[src/hw/cdb_pkg.sv]
`default_nettype none

package cdb_pkg;

    // Two results can be broadcast per cycle
    localparam int unsigned cdb_width = 2;

    // One result slot per function unit feeding the bus
    localparam int unsigned num_fu = 6;

    // Physical register naming
    localparam int unsigned tag_width = 6;
    localparam int unsigned num_phys = 64;

    // Width of a computed result
    localparam int unsigned data_width = 32;

    // Each slot can hold this many finished results while waiting for the bus
    localparam int unsigned slot_depth = 2;

    // Pointer and occupancy widths for the slot queue
    localparam int unsigned slot_ptr_width = (slot_depth > 1) ? $clog2(slot_depth) : 1;
    localparam int unsigned slot_count_width = $clog2(slot_depth + 1);

    // Function unit numbering, used as the index into every per-unit vector
    localparam int unsigned fu_branch = 0;
    localparam int unsigned fu_alu0 = 1;
    localparam int unsigned fu_alu1 = 2;
    localparam int unsigned fu_mem = 3;
    localparam int unsigned fu_mult0 = 4;
    localparam int unsigned fu_mult1 = 5;

    // Bus priority, highest first
    // Branches resolve first so that recovery is never starved by long-latency units
    localparam int unsigned fu_priority [num_fu] = '{
        fu_branch,
        fu_alu0,
        fu_alu1,
        fu_mem,
        fu_mult0,
        fu_mult1
    };

endpackage

`default_nettype wire

[src/hw/psel_gen.sv]
`timescale 1ns/10ps
`default_nettype none

// Fixed-priority selector that picks up to reqs requests per cycle
// Index 0 has the highest priority
module psel_gen #(
    parameter int unsigned width = 6,
    parameter int unsigned reqs = 2
) (
    input  logic [width-1:0]           req,
    output logic [width-1:0]           gnt,
    output logic [reqs-1:0][width-1:0] gnt_bus
);

    // Requests still competing after earlier lanes have taken their winners
    logic [reqs:0][width-1:0] remaining;

    always_comb begin
        remaining[0] = req;
        gnt = '0;
        for (int lane = 0; lane < reqs; lane++) begin
            // Two's complement trick isolates the lowest set bit
            // This is the highest-priority request left for this lane
            gnt_bus[lane] = remaining[lane] & (~remaining[lane] + width'(1));

            // Knock the winner out so the next lane searches past it
            remaining[lane + 1] = remaining[lane] & ~gnt_bus[lane];

            // Flat grant is simply the union of all lane winners
            gnt = gnt | gnt_bus[lane];
        end
    end

    // With fewer requests than lanes the upper lanes come out all zero,
    // so every lane bus stays one-hot or empty

endmodule

`default_nettype wire

[src/hw/cdb.sv]
`timescale 1ns/10ps
`default_nettype none

// Result bus arbiter and broadcast register
// Grants issued in cycle t select slot outputs in t+1 and reach the bus in t+2
module cdb import cdb_pkg::*; (
    input  logic                                  clock,
    input  logic                                  reset,

    // Per-unit bus requests and the grants returned to the slots
    input  logic [num_fu-1:0]                     request,
    output logic [num_fu-1:0]                     grant,

    // Slot output registers, valid one cycle after their grant
    input  logic [num_fu-1:0]                     out_valid,
    input  logic [num_fu-1:0][tag_width-1:0]      out_tag,
    input  logic [num_fu-1:0][data_width-1:0]     out_value,

    // Tags that will be on the bus next cycle, for early wakeup
    output logic [cdb_width-1:0]                  early_valid,
    output logic [cdb_width-1:0][tag_width-1:0]   early_tag,

    // Registered broadcast lanes
    output logic [cdb_width-1:0]                  cdb_valid,
    output logic [cdb_width-1:0][tag_width-1:0]   cdb_tag,
    output logic [cdb_width-1:0][data_width-1:0]  cdb_value
);

    // Requests and grants rearranged into priority order for the selector
    logic [num_fu-1:0] req_ordered;
    logic [num_fu-1:0] gnt_ordered;

    // Lane grant buses straight from the selector and one cycle later
    logic [cdb_width-1:0][num_fu-1:0] gnt_bus_next;
    logic [cdb_width-1:0][num_fu-1:0] gnt_bus;

    // Lane contents before the broadcast register
    logic [cdb_width-1:0]                 lane_valid;
    logic [cdb_width-1:0][tag_width-1:0]  lane_tag;
    logic [cdb_width-1:0][data_width-1:0] lane_value;

    // Map unit numbers to priority positions and grants back again
    always_comb begin
        grant = '0;
        for (int p = 0; p < num_fu; p++) begin
            req_ordered[p] = request[fu_priority[p]];
            grant[fu_priority[p]] = gnt_ordered[p];
        end
    end

    psel_gen #(
        .width (num_fu),
        .reqs  (cdb_width)
    ) cdb_arbiter (
        .req     (req_ordered),
        .gnt     (gnt_ordered),
        .gnt_bus (gnt_bus_next)
    );

    // The registered grant buses are one-hot per lane, so an OR mux is enough
    always_comb begin
        lane_valid = '0;
        lane_tag = '0;
        lane_value = '0;
        for (int lane = 0; lane < cdb_width; lane++) begin
            for (int p = 0; p < num_fu; p++) begin
                if (gnt_bus[lane][p]) begin
                    lane_valid[lane] |= out_valid[fu_priority[p]];
                    lane_tag[lane] |= out_tag[fu_priority[p]];
                    lane_value[lane] |= out_value[fu_priority[p]];
                end
            end
        end
    end

    // Wakeup sees the lane tags a cycle before the broadcast register does
    assign early_valid = lane_valid;
    assign early_tag = lane_tag;

    always_ff @(posedge clock) begin
        if (reset) begin
            gnt_bus <= '0;
            cdb_valid <= '0;
        end else begin
            gnt_bus <= gnt_bus_next;
            cdb_valid <= lane_valid;
        end
    end

    // Tag and value only mean something when the matching valid is set
    always_ff @(posedge clock) begin
        cdb_tag <= lane_tag;
        cdb_value <= lane_value;
    end

endmodule

`default_nettype wire

[src/hw/fu_result_slot.sv]
`timescale 1ns/10ps
`default_nettype none

// Small queue of finished results for one function unit
// The head is handed to the bus output register on a grant
module fu_result_slot import cdb_pkg::*; (
    input  logic                  clock,
    input  logic                  reset,

    // Results arriving from the execution unit
    input  logic                  produce_valid,
    input  logic [tag_width-1:0]  produce_tag,
    input  logic [data_width-1:0] produce_value,
    output logic                  produce_ready,

    // Bus arbitration
    output logic                  request,
    input  logic                  grant,

    // Granted result, held for exactly one cycle
    output logic                  out_valid,
    output logic [tag_width-1:0]  out_tag,
    output logic [data_width-1:0] out_value
);

    logic [tag_width-1:0]        tag_mem [slot_depth];
    logic [data_width-1:0]       value_mem [slot_depth];
    logic [slot_ptr_width-1:0]   wr_ptr;
    logic [slot_ptr_width-1:0]   rd_ptr;
    logic [slot_count_width-1:0] count;

    logic empty;
    logic push;
    logic pop;
    logic write_fifo;
    logic read_fifo;

    function automatic logic [slot_ptr_width-1:0] next_ptr(
        input logic [slot_ptr_width-1:0] ptr
    );
        if (ptr == slot_ptr_width'(slot_depth - 1)) begin
            return '0;
        end
        return ptr + slot_ptr_width'(1);
    endfunction

    assign empty = (count == '0);
    assign produce_ready = (count != slot_count_width'(slot_depth));
    assign push = produce_valid & produce_ready;

    // An incoming result also raises the request, so an empty slot can win the
    // bus in the same cycle the result arrives
    assign request = ~empty | push;
    assign pop = grant & request;

    // When empty, a granted arrival skips the storage and goes straight out
    assign write_fifo = push & ~(pop & empty);
    assign read_fifo = pop & ~empty;

    always_ff @(posedge clock) begin
        if (reset) begin
            wr_ptr <= '0;
            rd_ptr <= '0;
            count <= '0;
            out_valid <= 1'b0;
        end else begin
            if (write_fifo) begin
                wr_ptr <= next_ptr(wr_ptr);
            end
            if (read_fifo) begin
                rd_ptr <= next_ptr(rd_ptr);
            end
            // Occupancy only moves when exactly one side acts
            if (write_fifo && !read_fifo) begin
                count <= count + slot_count_width'(1);
            end else if (read_fifo && !write_fifo) begin
                count <= count - slot_count_width'(1);
            end
            out_valid <= pop;
        end
    end

    always_ff @(posedge clock) begin
        if (write_fifo) begin
            tag_mem[wr_ptr] <= produce_tag;
            value_mem[wr_ptr] <= produce_value;
        end
        if (pop) begin
            out_tag <= empty ? produce_tag : tag_mem[rd_ptr];
            out_value <= empty ? produce_value : value_mem[rd_ptr];
        end
    end

endmodule

`default_nettype wire

[src/hw/ready_table.sv]
`timescale 1ns/10ps
`default_nettype none

// One ready bit per physical register
// Early bus tags set the bit so dependents can wake a cycle ahead of the data
module ready_table import cdb_pkg::*; (
    input  logic                                clock,
    input  logic                                reset,

    // Wakeup from the bus, one cycle before the broadcast
    input  logic [cdb_width-1:0]                early_valid,
    input  logic [cdb_width-1:0][tag_width-1:0] early_tag,

    // Newly allocated destination register becomes pending
    input  logic                                alloc_valid,
    input  logic [tag_width-1:0]                alloc_tag,

    // Lookup port
    input  logic [tag_width-1:0]                read_tag,
    output logic                                read_ready
);

    logic [num_phys-1:0] ready;

    always_ff @(posedge clock) begin
        if (reset) begin
            // Architectural state starts out fully available
            ready <= '1;
        end else begin
            for (int lane = 0; lane < cdb_width; lane++) begin
                if (early_valid[lane]) begin
                    ready[early_tag[lane]] <= 1'b1;
                end
            end
            // Placed last so that a clash with a wakeup leaves the bit clear
            if (alloc_valid) begin
                ready[alloc_tag] <= 1'b0;
            end
        end
    end

    assign read_ready = ready[read_tag];

endmodule

`default_nettype wire

[src/hw/phys_regfile.sv]
`timescale 1ns/10ps
`default_nettype none

// Physical register file written from both bus lanes
module phys_regfile import cdb_pkg::*; (
    input  logic                                 clock,
    input  logic                                 reset,

    // Broadcast lanes
    input  logic [cdb_width-1:0]                 cdb_valid,
    input  logic [cdb_width-1:0][tag_width-1:0]  cdb_tag,
    input  logic [cdb_width-1:0][data_width-1:0] cdb_value,

    // Asynchronous read port
    input  logic [tag_width-1:0]                 read_tag,
    output logic [data_width-1:0]                read_value
);

    logic [data_width-1:0] regs [num_phys];

    // Lanes never carry the same tag, so the write order does not matter
    always_ff @(posedge clock) begin
        if (reset) begin
            for (int r = 0; r < num_phys; r++) begin
                regs[r] <= '0;
            end
        end else begin
            for (int lane = 0; lane < cdb_width; lane++) begin
                if (cdb_valid[lane]) begin
                    regs[cdb_tag[lane]] <= cdb_value[lane];
                end
            end
        end
    end

    // No bypass, so a value written this cycle is visible next cycle
    assign read_value = regs[read_tag];

endmodule

`default_nettype wire

[src/hw/cdb_top.sv]
`timescale 1ns/10ps
`default_nettype none

// Result broadcast subsystem
// Six result slots compete for two bus lanes that feed the ready table
// and the physical register file
module cdb_top import cdb_pkg::*; (
    input  logic                                 clock,
    input  logic                                 reset,

    // Finished results, one port per function unit
    input  logic [num_fu-1:0]                    produce_valid,
    input  logic [num_fu-1:0][tag_width-1:0]     produce_tag,
    input  logic [num_fu-1:0][data_width-1:0]    produce_value,
    output logic [num_fu-1:0]                    produce_ready,

    // Destination allocation from rename
    input  logic                                 alloc_valid,
    input  logic [tag_width-1:0]                 alloc_tag,

    // Early wakeup and registered broadcast
    output logic [cdb_width-1:0]                 early_valid,
    output logic [cdb_width-1:0][tag_width-1:0]  early_tag,
    output logic [cdb_width-1:0]                 cdb_valid,
    output logic [cdb_width-1:0][tag_width-1:0]  cdb_tag,
    output logic [cdb_width-1:0][data_width-1:0] cdb_value,

    // Shared lookup of ready state and register value
    input  logic [tag_width-1:0]                 read_tag,
    output logic                                 read_ready,
    output logic [data_width-1:0]                read_value
);

    // Slot to bus arbitration and slot output registers
    logic [num_fu-1:0]                request;
    logic [num_fu-1:0]                grant;
    logic [num_fu-1:0]                out_valid;
    logic [num_fu-1:0][tag_width-1:0] out_tag;
    logic [num_fu-1:0][data_width-1:0] out_value;

    // Every slot is identical; only its position in the vectors sets priority
    for (genvar fu = 0; fu < num_fu; fu++) begin : g_slot
        fu_result_slot slot (
            .clock         (clock),
            .reset         (reset),
            .produce_valid (produce_valid[fu]),
            .produce_tag   (produce_tag[fu]),
            .produce_value (produce_value[fu]),
            .produce_ready (produce_ready[fu]),
            .request       (request[fu]),
            .grant         (grant[fu]),
            .out_valid     (out_valid[fu]),
            .out_tag       (out_tag[fu]),
            .out_value     (out_value[fu])
        );
    end

    cdb cdb0 (
        .clock       (clock),
        .reset       (reset),
        .request     (request),
        .grant       (grant),
        .out_valid   (out_valid),
        .out_tag     (out_tag),
        .out_value   (out_value),
        .early_valid (early_valid),
        .early_tag   (early_tag),
        .cdb_valid   (cdb_valid),
        .cdb_tag     (cdb_tag),
        .cdb_value   (cdb_value)
    );

    // Ready bits follow the early tags so they lead the register write by a cycle
    ready_table ready_table0 (
        .clock       (clock),
        .reset       (reset),
        .early_valid (early_valid),
        .early_tag   (early_tag),
        .alloc_valid (alloc_valid),
        .alloc_tag   (alloc_tag),
        .read_tag    (read_tag),
        .read_ready  (read_ready)
    );

    phys_regfile regfile0 (
        .clock      (clock),
        .reset      (reset),
        .cdb_valid  (cdb_valid),
        .cdb_tag    (cdb_tag),
        .cdb_value  (cdb_value),
        .read_tag   (read_tag),
        .read_value (read_value)
    );

endmodule

`default_nettype wire

[config.mk]
export PLATFORM = sky130hd
export DESIGN_NAME = cdb_top
export DESIGN_NICKNAME = d
export VERILOG_FILES = /design/src/hw/cdb_pkg.sv /design/src/hw/psel_gen.sv /design/src/hw/cdb.sv /design/src/hw/fu_result_slot.sv /design/src/hw/ready_table.sv /design/src/hw/phys_regfile.sv /design/src/hw/cdb_top.sv
export SDC_FILE = /design/constraint.sdc
export NUM_CORES = 2
export LEC_CHECK = 0
export BUFFER_PORTS_ARGS = -buffer_cell sky130_fd_sc_hd__buf_4
export CORE_ASPECT_RATIO = 1.5
export CORE_MARGIN = 4
export CORE_UTILIZATION = 52
export DETAILED_ROUTE_END_ITERATION = 7
export PLACE_DENSITY = 0.68
export SLEW_MARGIN = 20
export SYNTH_ARGS = -nofsm -noshare
export SYNTH_HDL_FRONTEND = slang
export SYNTH_SLANG_ARGS = --single-unit
[constraint.sdc]
create_clock -name clock -period 6.4 [get_ports clock]
set_input_delay 0.64 -clock clock [delete_from_list [all_inputs] [get_ports clock]]
set_output_delay 0.64 -clock clock [all_outputs]
set_load 0.03 [all_outputs]
* Word level (Yosys, flattened, before mapping) *
Memory sizes are Yosys's and may differ from the RTL's. A register that Yosys moved wholly into a read port is not among the register bits.
Cells that the tools add are included.

word-level totals
  bits in latches = 0
  output and inout bits = 131
  logic and storage cells = 409
  input bits = 249
  bits in writable memories = 2504
  flip-flop bits (word level) = 412
  memories kept = 13
  ROM bits = 0

memory list
  memory                    depth  bits a word  rd ports  clocked after memory_dff  write ports  line                  RTL
  regfile0.regs             64     32           1         0                         64           phys_regfile.sv:19    logic [data_width-1:0] regs [num_phys];
  g_slot[0].slot.value_mem  2      32           1         1                         1            fu_result_slot.sv:27  logic [data_width-1:0] value_mem [slot_depth];
  g_slot[1].slot.value_mem  2      32           1         1                         1            fu_result_slot.sv:27
  g_slot[2].slot.value_mem  2      32           1         1                         1            fu_result_slot.sv:27
  g_slot[3].slot.value_mem  2      32           1         1                         1            fu_result_slot.sv:27
  g_slot[4].slot.value_mem  2      32           1         1                         1            fu_result_slot.sv:27
  7 more memories           -      -            -         -                         -            -

cells by class
  eq/ne operators = 6
  multiplexer cells = 183
  divide/modulo/power cells = 0
  $lt $le $gt $ge = 7
  add/subtract/negate cells = 26
  reductions and logical operators = 41
  $mul = 0
  bitwise operators = 89
  shift operators = 0

operator list
  operator                                                           number
  2-to-1 mux 32 bit                                                  20
  2-to-1 mux 64 bit                                                  5
  bitwise OR 32 bit                                                  10
  bitwise OR 64 bit                                                  2
  2-to-1 mux 1 bit                                                   122
  2-to-1 mux 6 bit                                                   20
  bitwise OR 6 bit                                                   11
  bitwise AND 64 bit                                                 1
  inverter 64 bit                                                    1
  OR reduction 32 bit                                                2
  bitwise AND 1 bit                                                  30
  < comparator 6 x 7 -> 1 bit, second input constant                 4
  2-to-1 mux 2 bit                                                   12
  bitwise AND 6 bit                                                  3
  demux 1 bit (select 6 bit)                                         3
  greater-or-equal comparator 6 x 1 -> 1 bit, second input constant  3
  inverter 6 bit                                                     3
  bitwise OR 1 bit                                                   16
  logical AND 1 bit                                                  15
  adder 1 bit, second input constant                                 12
  adder 2 x 1 -> 2 bit, second input constant                        6
  adder 6 x 1 -> 6 bit, second input constant                        2
  zero test 1 bit                                                    12
  zero test 2 bit                                                    6
  5 further kinds                                                    31

* Depth between registers and ports, before layout *
  depth in word-level cells = 23
  depth in mapped cells = 13

* Hierarchy *
A second synthesis with hierarchy kept.

second synthesis, totals
  cell total of the unflattened synthesis = 9042
  area, all modules = 137126.5 sq um

modules (own cells, without submodules)
  module          instances  area an instance (sq um)  cells each
  phys_regfile    1          100705.3                  6495
  fu_result_slot  6          4652.0                    272
  cdb             1          4513.1                    465
  ready_table     1          3681.0                    406
  psel_gen        1          315.3                     44

* Worst setup path after synthesis *
No wires, ideal clock.

  path type = input -> register
  start point = input produce_valid[1]
  end point = memory g_slot[5].slot.tag_mem[0][0], enable pin
  data required time = 5962 ps
  setup slack = 1693 ps
  stages on the path = 6
  arrival time = 4269 ps
  cells stage by stage = nor2b_1 -> nor2_1 -> inv_1 -> a2111oi_0 -> o31ai_1 -> nor2b_1

between the ends
  cells in the longest elaborated chain, start to end = 17

ends and longest elaborated chain
  what                                        line                  RTL
  start, declared                             cdb_top.sv:12         input logic [num_fu-1:0] produce_valid,
  bitwise AND 1 bit (*)                       fu_result_slot.sv:49  assign push = produce_valid & produce_ready;
  bitwise OR 1 bit (*)                        fu_result_slot.sv:53  assign request = ~empty | push;
  inverter 6 bit                              psel_gen.sv:24        gnt_bus[lane] = remaining[lane] & (~remaining[lane] + width'(1));
  adder 6 x 1 -> 6 bit                        psel_gen.sv:24
  bitwise AND 6 bit                           psel_gen.sv:24
  inverter 6 bit                              psel_gen.sv:27        remaining[lane + 1] = remaining[lane] & ~gnt_bus[lane];
  bitwise AND 6 bit                           psel_gen.sv:27
  inverter 6 bit                              psel_gen.sv:24
  (+2 left out)                               -
  bitwise OR 6 bit (*)                        psel_gen.sv:30        gnt = gnt | gnt_bus[lane];
  bitwise AND 1 bit (*)                       fu_result_slot.sv:54  assign pop = grant & request;
  bitwise AND 1 bit (*)                       fu_result_slot.sv:57  assign write_fifo = push & ~(pop & empty);
  inverter 1 bit (*)                          fu_result_slot.sv:57
  bitwise AND 1 bit (*)                       fu_result_slot.sv:57
  net g_slot[5].slot.write_fifo               fu_result_slot.sv:35  logic write_fifo;
  2-to-1 mux 1 bit (*)                        fu_result_slot.sv:84  if (write_fifo) begin
  2-to-1 mux 1 bit (implied by the code) (*)  fu_result_slot.sv:85  tag_mem[wr_ptr] <= produce_tag;
  end, declared                               fu_result_slot.sv:26  logic [tag_width-1:0] tag_mem [slot_depth];

The timed path passes the listed nets; every way through them passes the cells marked *.

* Final worst setup path *
  start point = input read_tag[1]
  end point = output read_value[11]

between the ends
  cells in the longest elaborated chain, start to end = 1

ends and longest elaborated chain
  what                  line           RTL
  start, declared       cdb_top.sv:29  input logic [tag_width-1:0] read_tag,
  memory (64 x 32 bit)  -
  end, declared         cdb_top.sv:31  output logic [data_width-1:0] read_value

Every way passes these cells.

==> summary.md <==
| Metric | Value |
|---|---|
| Dominant cells by area after synthesis | `edfxtp_1 (61%), a22o_1 (13%), mux4_2 (9.5%), dfxtp_1 (2.8%), clkbuf_1 (2.5%)` |
| Failing checks | `DRC` |
| Row count | `228` |
| Congestion Overflow GR | `0` |
| Min Tclk post-route | `5.200 ns` |
| Total track usage | `39.03%` |
| Vias in the first global route | `93328` |
| DR vias | `94833` |
| Die area | `268200 µm²` |
| Largest net degree at the start of global routing | `80` |
| Max_cap viols | `0` |
| Post-synth top area cell | `edfxtp_1` |
| Die Y | `632.2 µm` |
| Crit path launch type | `input port` |
| # setup viols final | `0` |
| Root Driver | `clkbuf_16` |
| DR DRC count | `1` |
| Worst EP required | `5.76 ns` |
| Routed wire per std cell | `42.34 µm` |
| Routed wire length | `535300 µm` |
| # Post-CTS Setup Buffers | `0` |
| Later-pin clock latency in the skew report | `0.89 ns` |
| P per Cell Area | `347.0 nW/µm²` |
| Final setup margin | `between 1 and 1.5 ns` |
| Post-synth EDFFs | `around 2700` |
| Top_reg_cell synth | `edfxtp_1` |
| Maximum clock frequency | `a little under 200 MHz` |
| Mapped cell area | `roughly 140000 µm²` |
| Worst min-delay path class | `in2reg` |
| CTS Sinks | `2920` |
| Worst-case vdd ir drop | `318.8 µV` |
| Core Box Area | `~260000 µm²` |
| Die X | `roughly 420 µm` |
| Fin. Hold Viols | `0` |
| Synth-to-layout area growth | `12.76%` |
| Register bit total from synthesis | `~2900` |
| Post-Syn Nets | `between 9000 and 10000` |
| Status | `finished, violations left` |
| DRT antenna net count | `0` |
| Pre-CTS WS | `between 1 and 1.5 ns` |
| Max-Slew Margin vs Limit | `between 8 and 9%` |
| Asr flop ratio synth | `0%` |
| Most frequent cells in the layout | `edfxtp_1 (2732), a22o_1 (2051), buf_4 (688), mux4_2 (569), nor2_1 (334)` |
| Dpl hpwl | `322400 µm` |
| CTS H-tree depth | `5` |
| Leakage power | `52.50 nW` |
| Final net count | `approximately 9200` |
| CTS Buf Count | `approximately 280` |
| Clock Skew | `0.05168 ns` |
| Final std cells w/o fill | `approximately 13000` |
| Yosys warns | `0` |
| CP arrival | `roughly 4.6 ns` |
| Layout cell share with drive strength beyond 1 | `21.32%` |
| Clk buf depth | `4` |
| IO Port Bufs | `379` |
| Setup TNS Final | `0 ns` |
| Most common cell after layout, fill and taps aside | `edfxtp_1` |
| RSZ-0062 raised after global routing | `false` |
| Clock-pin slew on the worst setup and hold paths | `0.06 ns` |
| CP max-delay cell | `o21ai_0` |
| Drt first pass iters | `8` |
| First-pass GRT wire length | `734000 µm` |
| Initial antenna violation count | `42` |
| Setup crit end kind | `output port` |
| Vias/cell | `7.501` |
| Post-Synthesis Cells | `8943` |
| # IOs | `380` |
| Least-Margin Pin Slew | `1.369 ns` |
| GPL Wtd Cong | `0.9978` |
| Initial cell density of the core | `52.38%` |
| Post_cts resized | `0` |
| Initial drt markers | `approximately 15000` |
| Seq/Total Area, Yosys | `63.52%` |
| Crit-path cells | `buf_8 -> buf_12 -> buf_4 -> mux2_2 -> o21ai_0 -> a21oi_1 -> buf_4` |
| Syn avg cell area | `15.10 µm²` |
| CP max FO | `between 70 and 80` |
| Yosys cell types | `between 60 and 70` |
| Most used cell, CP | `buf_4` |
| CP peak stage delay | `approximately 0.95 ns` |
| Final Cycle Share | `81.26%` |
| Area share of the largest cell type after synthesis | `60.73%` |
| Setup CP Type | `in2out` |
| CTS tree | `yes` |
| Max Slew Vio Count | `0` |
| Dpl cells | `11900` |
[metal layers]
layer,part of all wire (%),GRT usage [%],wire (µm),vias to the layer above
met5,0.053,0,282,-
met4,12,35.83,63100,26
met3,14,12.03,72610,2106
met2,45,59.63,239400,8489
met1,30,43.79,159900,47550
li1,-,-,-,36662
[cell families after synthesis]
family	share of synthesized area, %
flip-flops	63.52
AO/OA/AOI/OAI	17.17
buffers and inverters	3.705
AND/OR/NAND/NOR	3.424
multiplexers	11.96
XOR/XNOR	0.1167
adder cells (fa/ha/maj)	0.1000
[critical path, delay by kind of cell]
kind	cells	cell delay, ns
buf+inv	4	1.75
compound gates	2	1.57
mux	1	0.38
[repair_timing]
action	4_1_cts	5_1_grt
endpoints found under the hold margin	452	0
hold buffers	226	0
endpoints found under the setup margin	0	0
[worst paths after layout]
check	end	depth (start not counted)	from	slack (ns)
hold / removal	g_slot[2].slot.value_mem[0][24]	1	produce_value[88]	0.03
setup reg to reg	regfile0.regs[14][0]	6	cdb0.cdb_tag[8]	2.06
hold reg to reg	cdb0.cdb_value[7]	2	g_slot[0].slot.out_value[7]	0.47
setup / recovery	read_value[11]	7	read_tag[1]	1.20
[registers in the layout (all words and copies together), names as in the netlist, 5 cells and up, named ones only]
| signal | count |
|---|---|
| cdb0.cdb_tag | 12 |
| g_slot.slot.out_valid | 5 |
| g_slot.slot.tag_mem | 72 |
| cdb0.gnt_bus | 11 |
| g_slot.slot.out_tag | 36 |
| regfile0.regs | 2048 |
| cdb0.cdb_value | 64 |
| g_slot.slot.count | 12 |
| g_slot.slot.value_mem | 384 |
| ready_table0.ready | 64 |
| g_slot.slot.out_value | 192 |
| g_slot.slot.rd_ptr | 6 |
| g_slot.slot.wr_ptr | 6 |
[cells in the mapped netlist (19+ instances only)]
| cell | count |
|---|---|
| nand3_1 | 62 |
| o22ai_1 | 32 |
| a2111oi_0 | 20 |
| mux4_2 | 569 |
| nor2b_1 | 34 |
| clkbuf_1 | 916 |
| a21oi_1 | 185 |
| a211oi_1 | 31 |
| o21ai_0 | 141 |
| buf_4 | 36 |
| a22o_1 | 2051 |
| dfxtp_1 | 188 |
| a222oi_1 | 36 |
| a32oi_1 | 19 |
| buf_1 | 108 |
| nor2_1 | 408 |
| buf_2 | 136 |
| mux2i_1 | 304 |
| and2_1 | 19 |
| nor3_1 | 107 |
| nand2_1 | 248 |
| edfxtp_1 | 2732 |
| inv_1 | 22 |
| a22oi_1 | 249 |
| a31oi_1 | 30 |
| nand2b_1 | 20 |
| or3_1 | 74 |
| mux2_2 | 27 |
[power by group]
group,leakage (nW),switching [W],internal [W],total [W]
Sequential,29.1,0.00477,0.0230,0.0278
Clock,4.28,0.00736,0.00922,0.0166
Combinational,19.2,0.00608,0.00240,0.00848
Total,52.5,0.0182,0.0346,0.0529
[layout make-up]
class	instances	area (µm²)
Multi-Input combinational cell	4794	45100
Tap cell	3450	4317
Timing Repair Buffer	941	7935
Fill cell	19307	105600
Clock buffer	359	7567
Inverter	22	82.58
Clock inverter	127	1187
Antenna cell	30	75.07
Sequential cell	2920	86050
[per-stage QoR]
stage	total power, W	hold WS (ns)	area (µm²)	utilization [%]
3_3_place_gp	0.03570	0.4452	141100	54.73
2_1_floorplan	0.03019	0.4379	135100	-
4_1_cts	0.05222	0.0006856	152200	59.01
5_1_grt	0.05379	0.01972	152300	59.05
6_report	0.05286	0.02885	152300	59.06
3_5_place_dp	0.03593	0.4599	141200	54.74
Note: power is estimated with default switching activity, not from simulation.
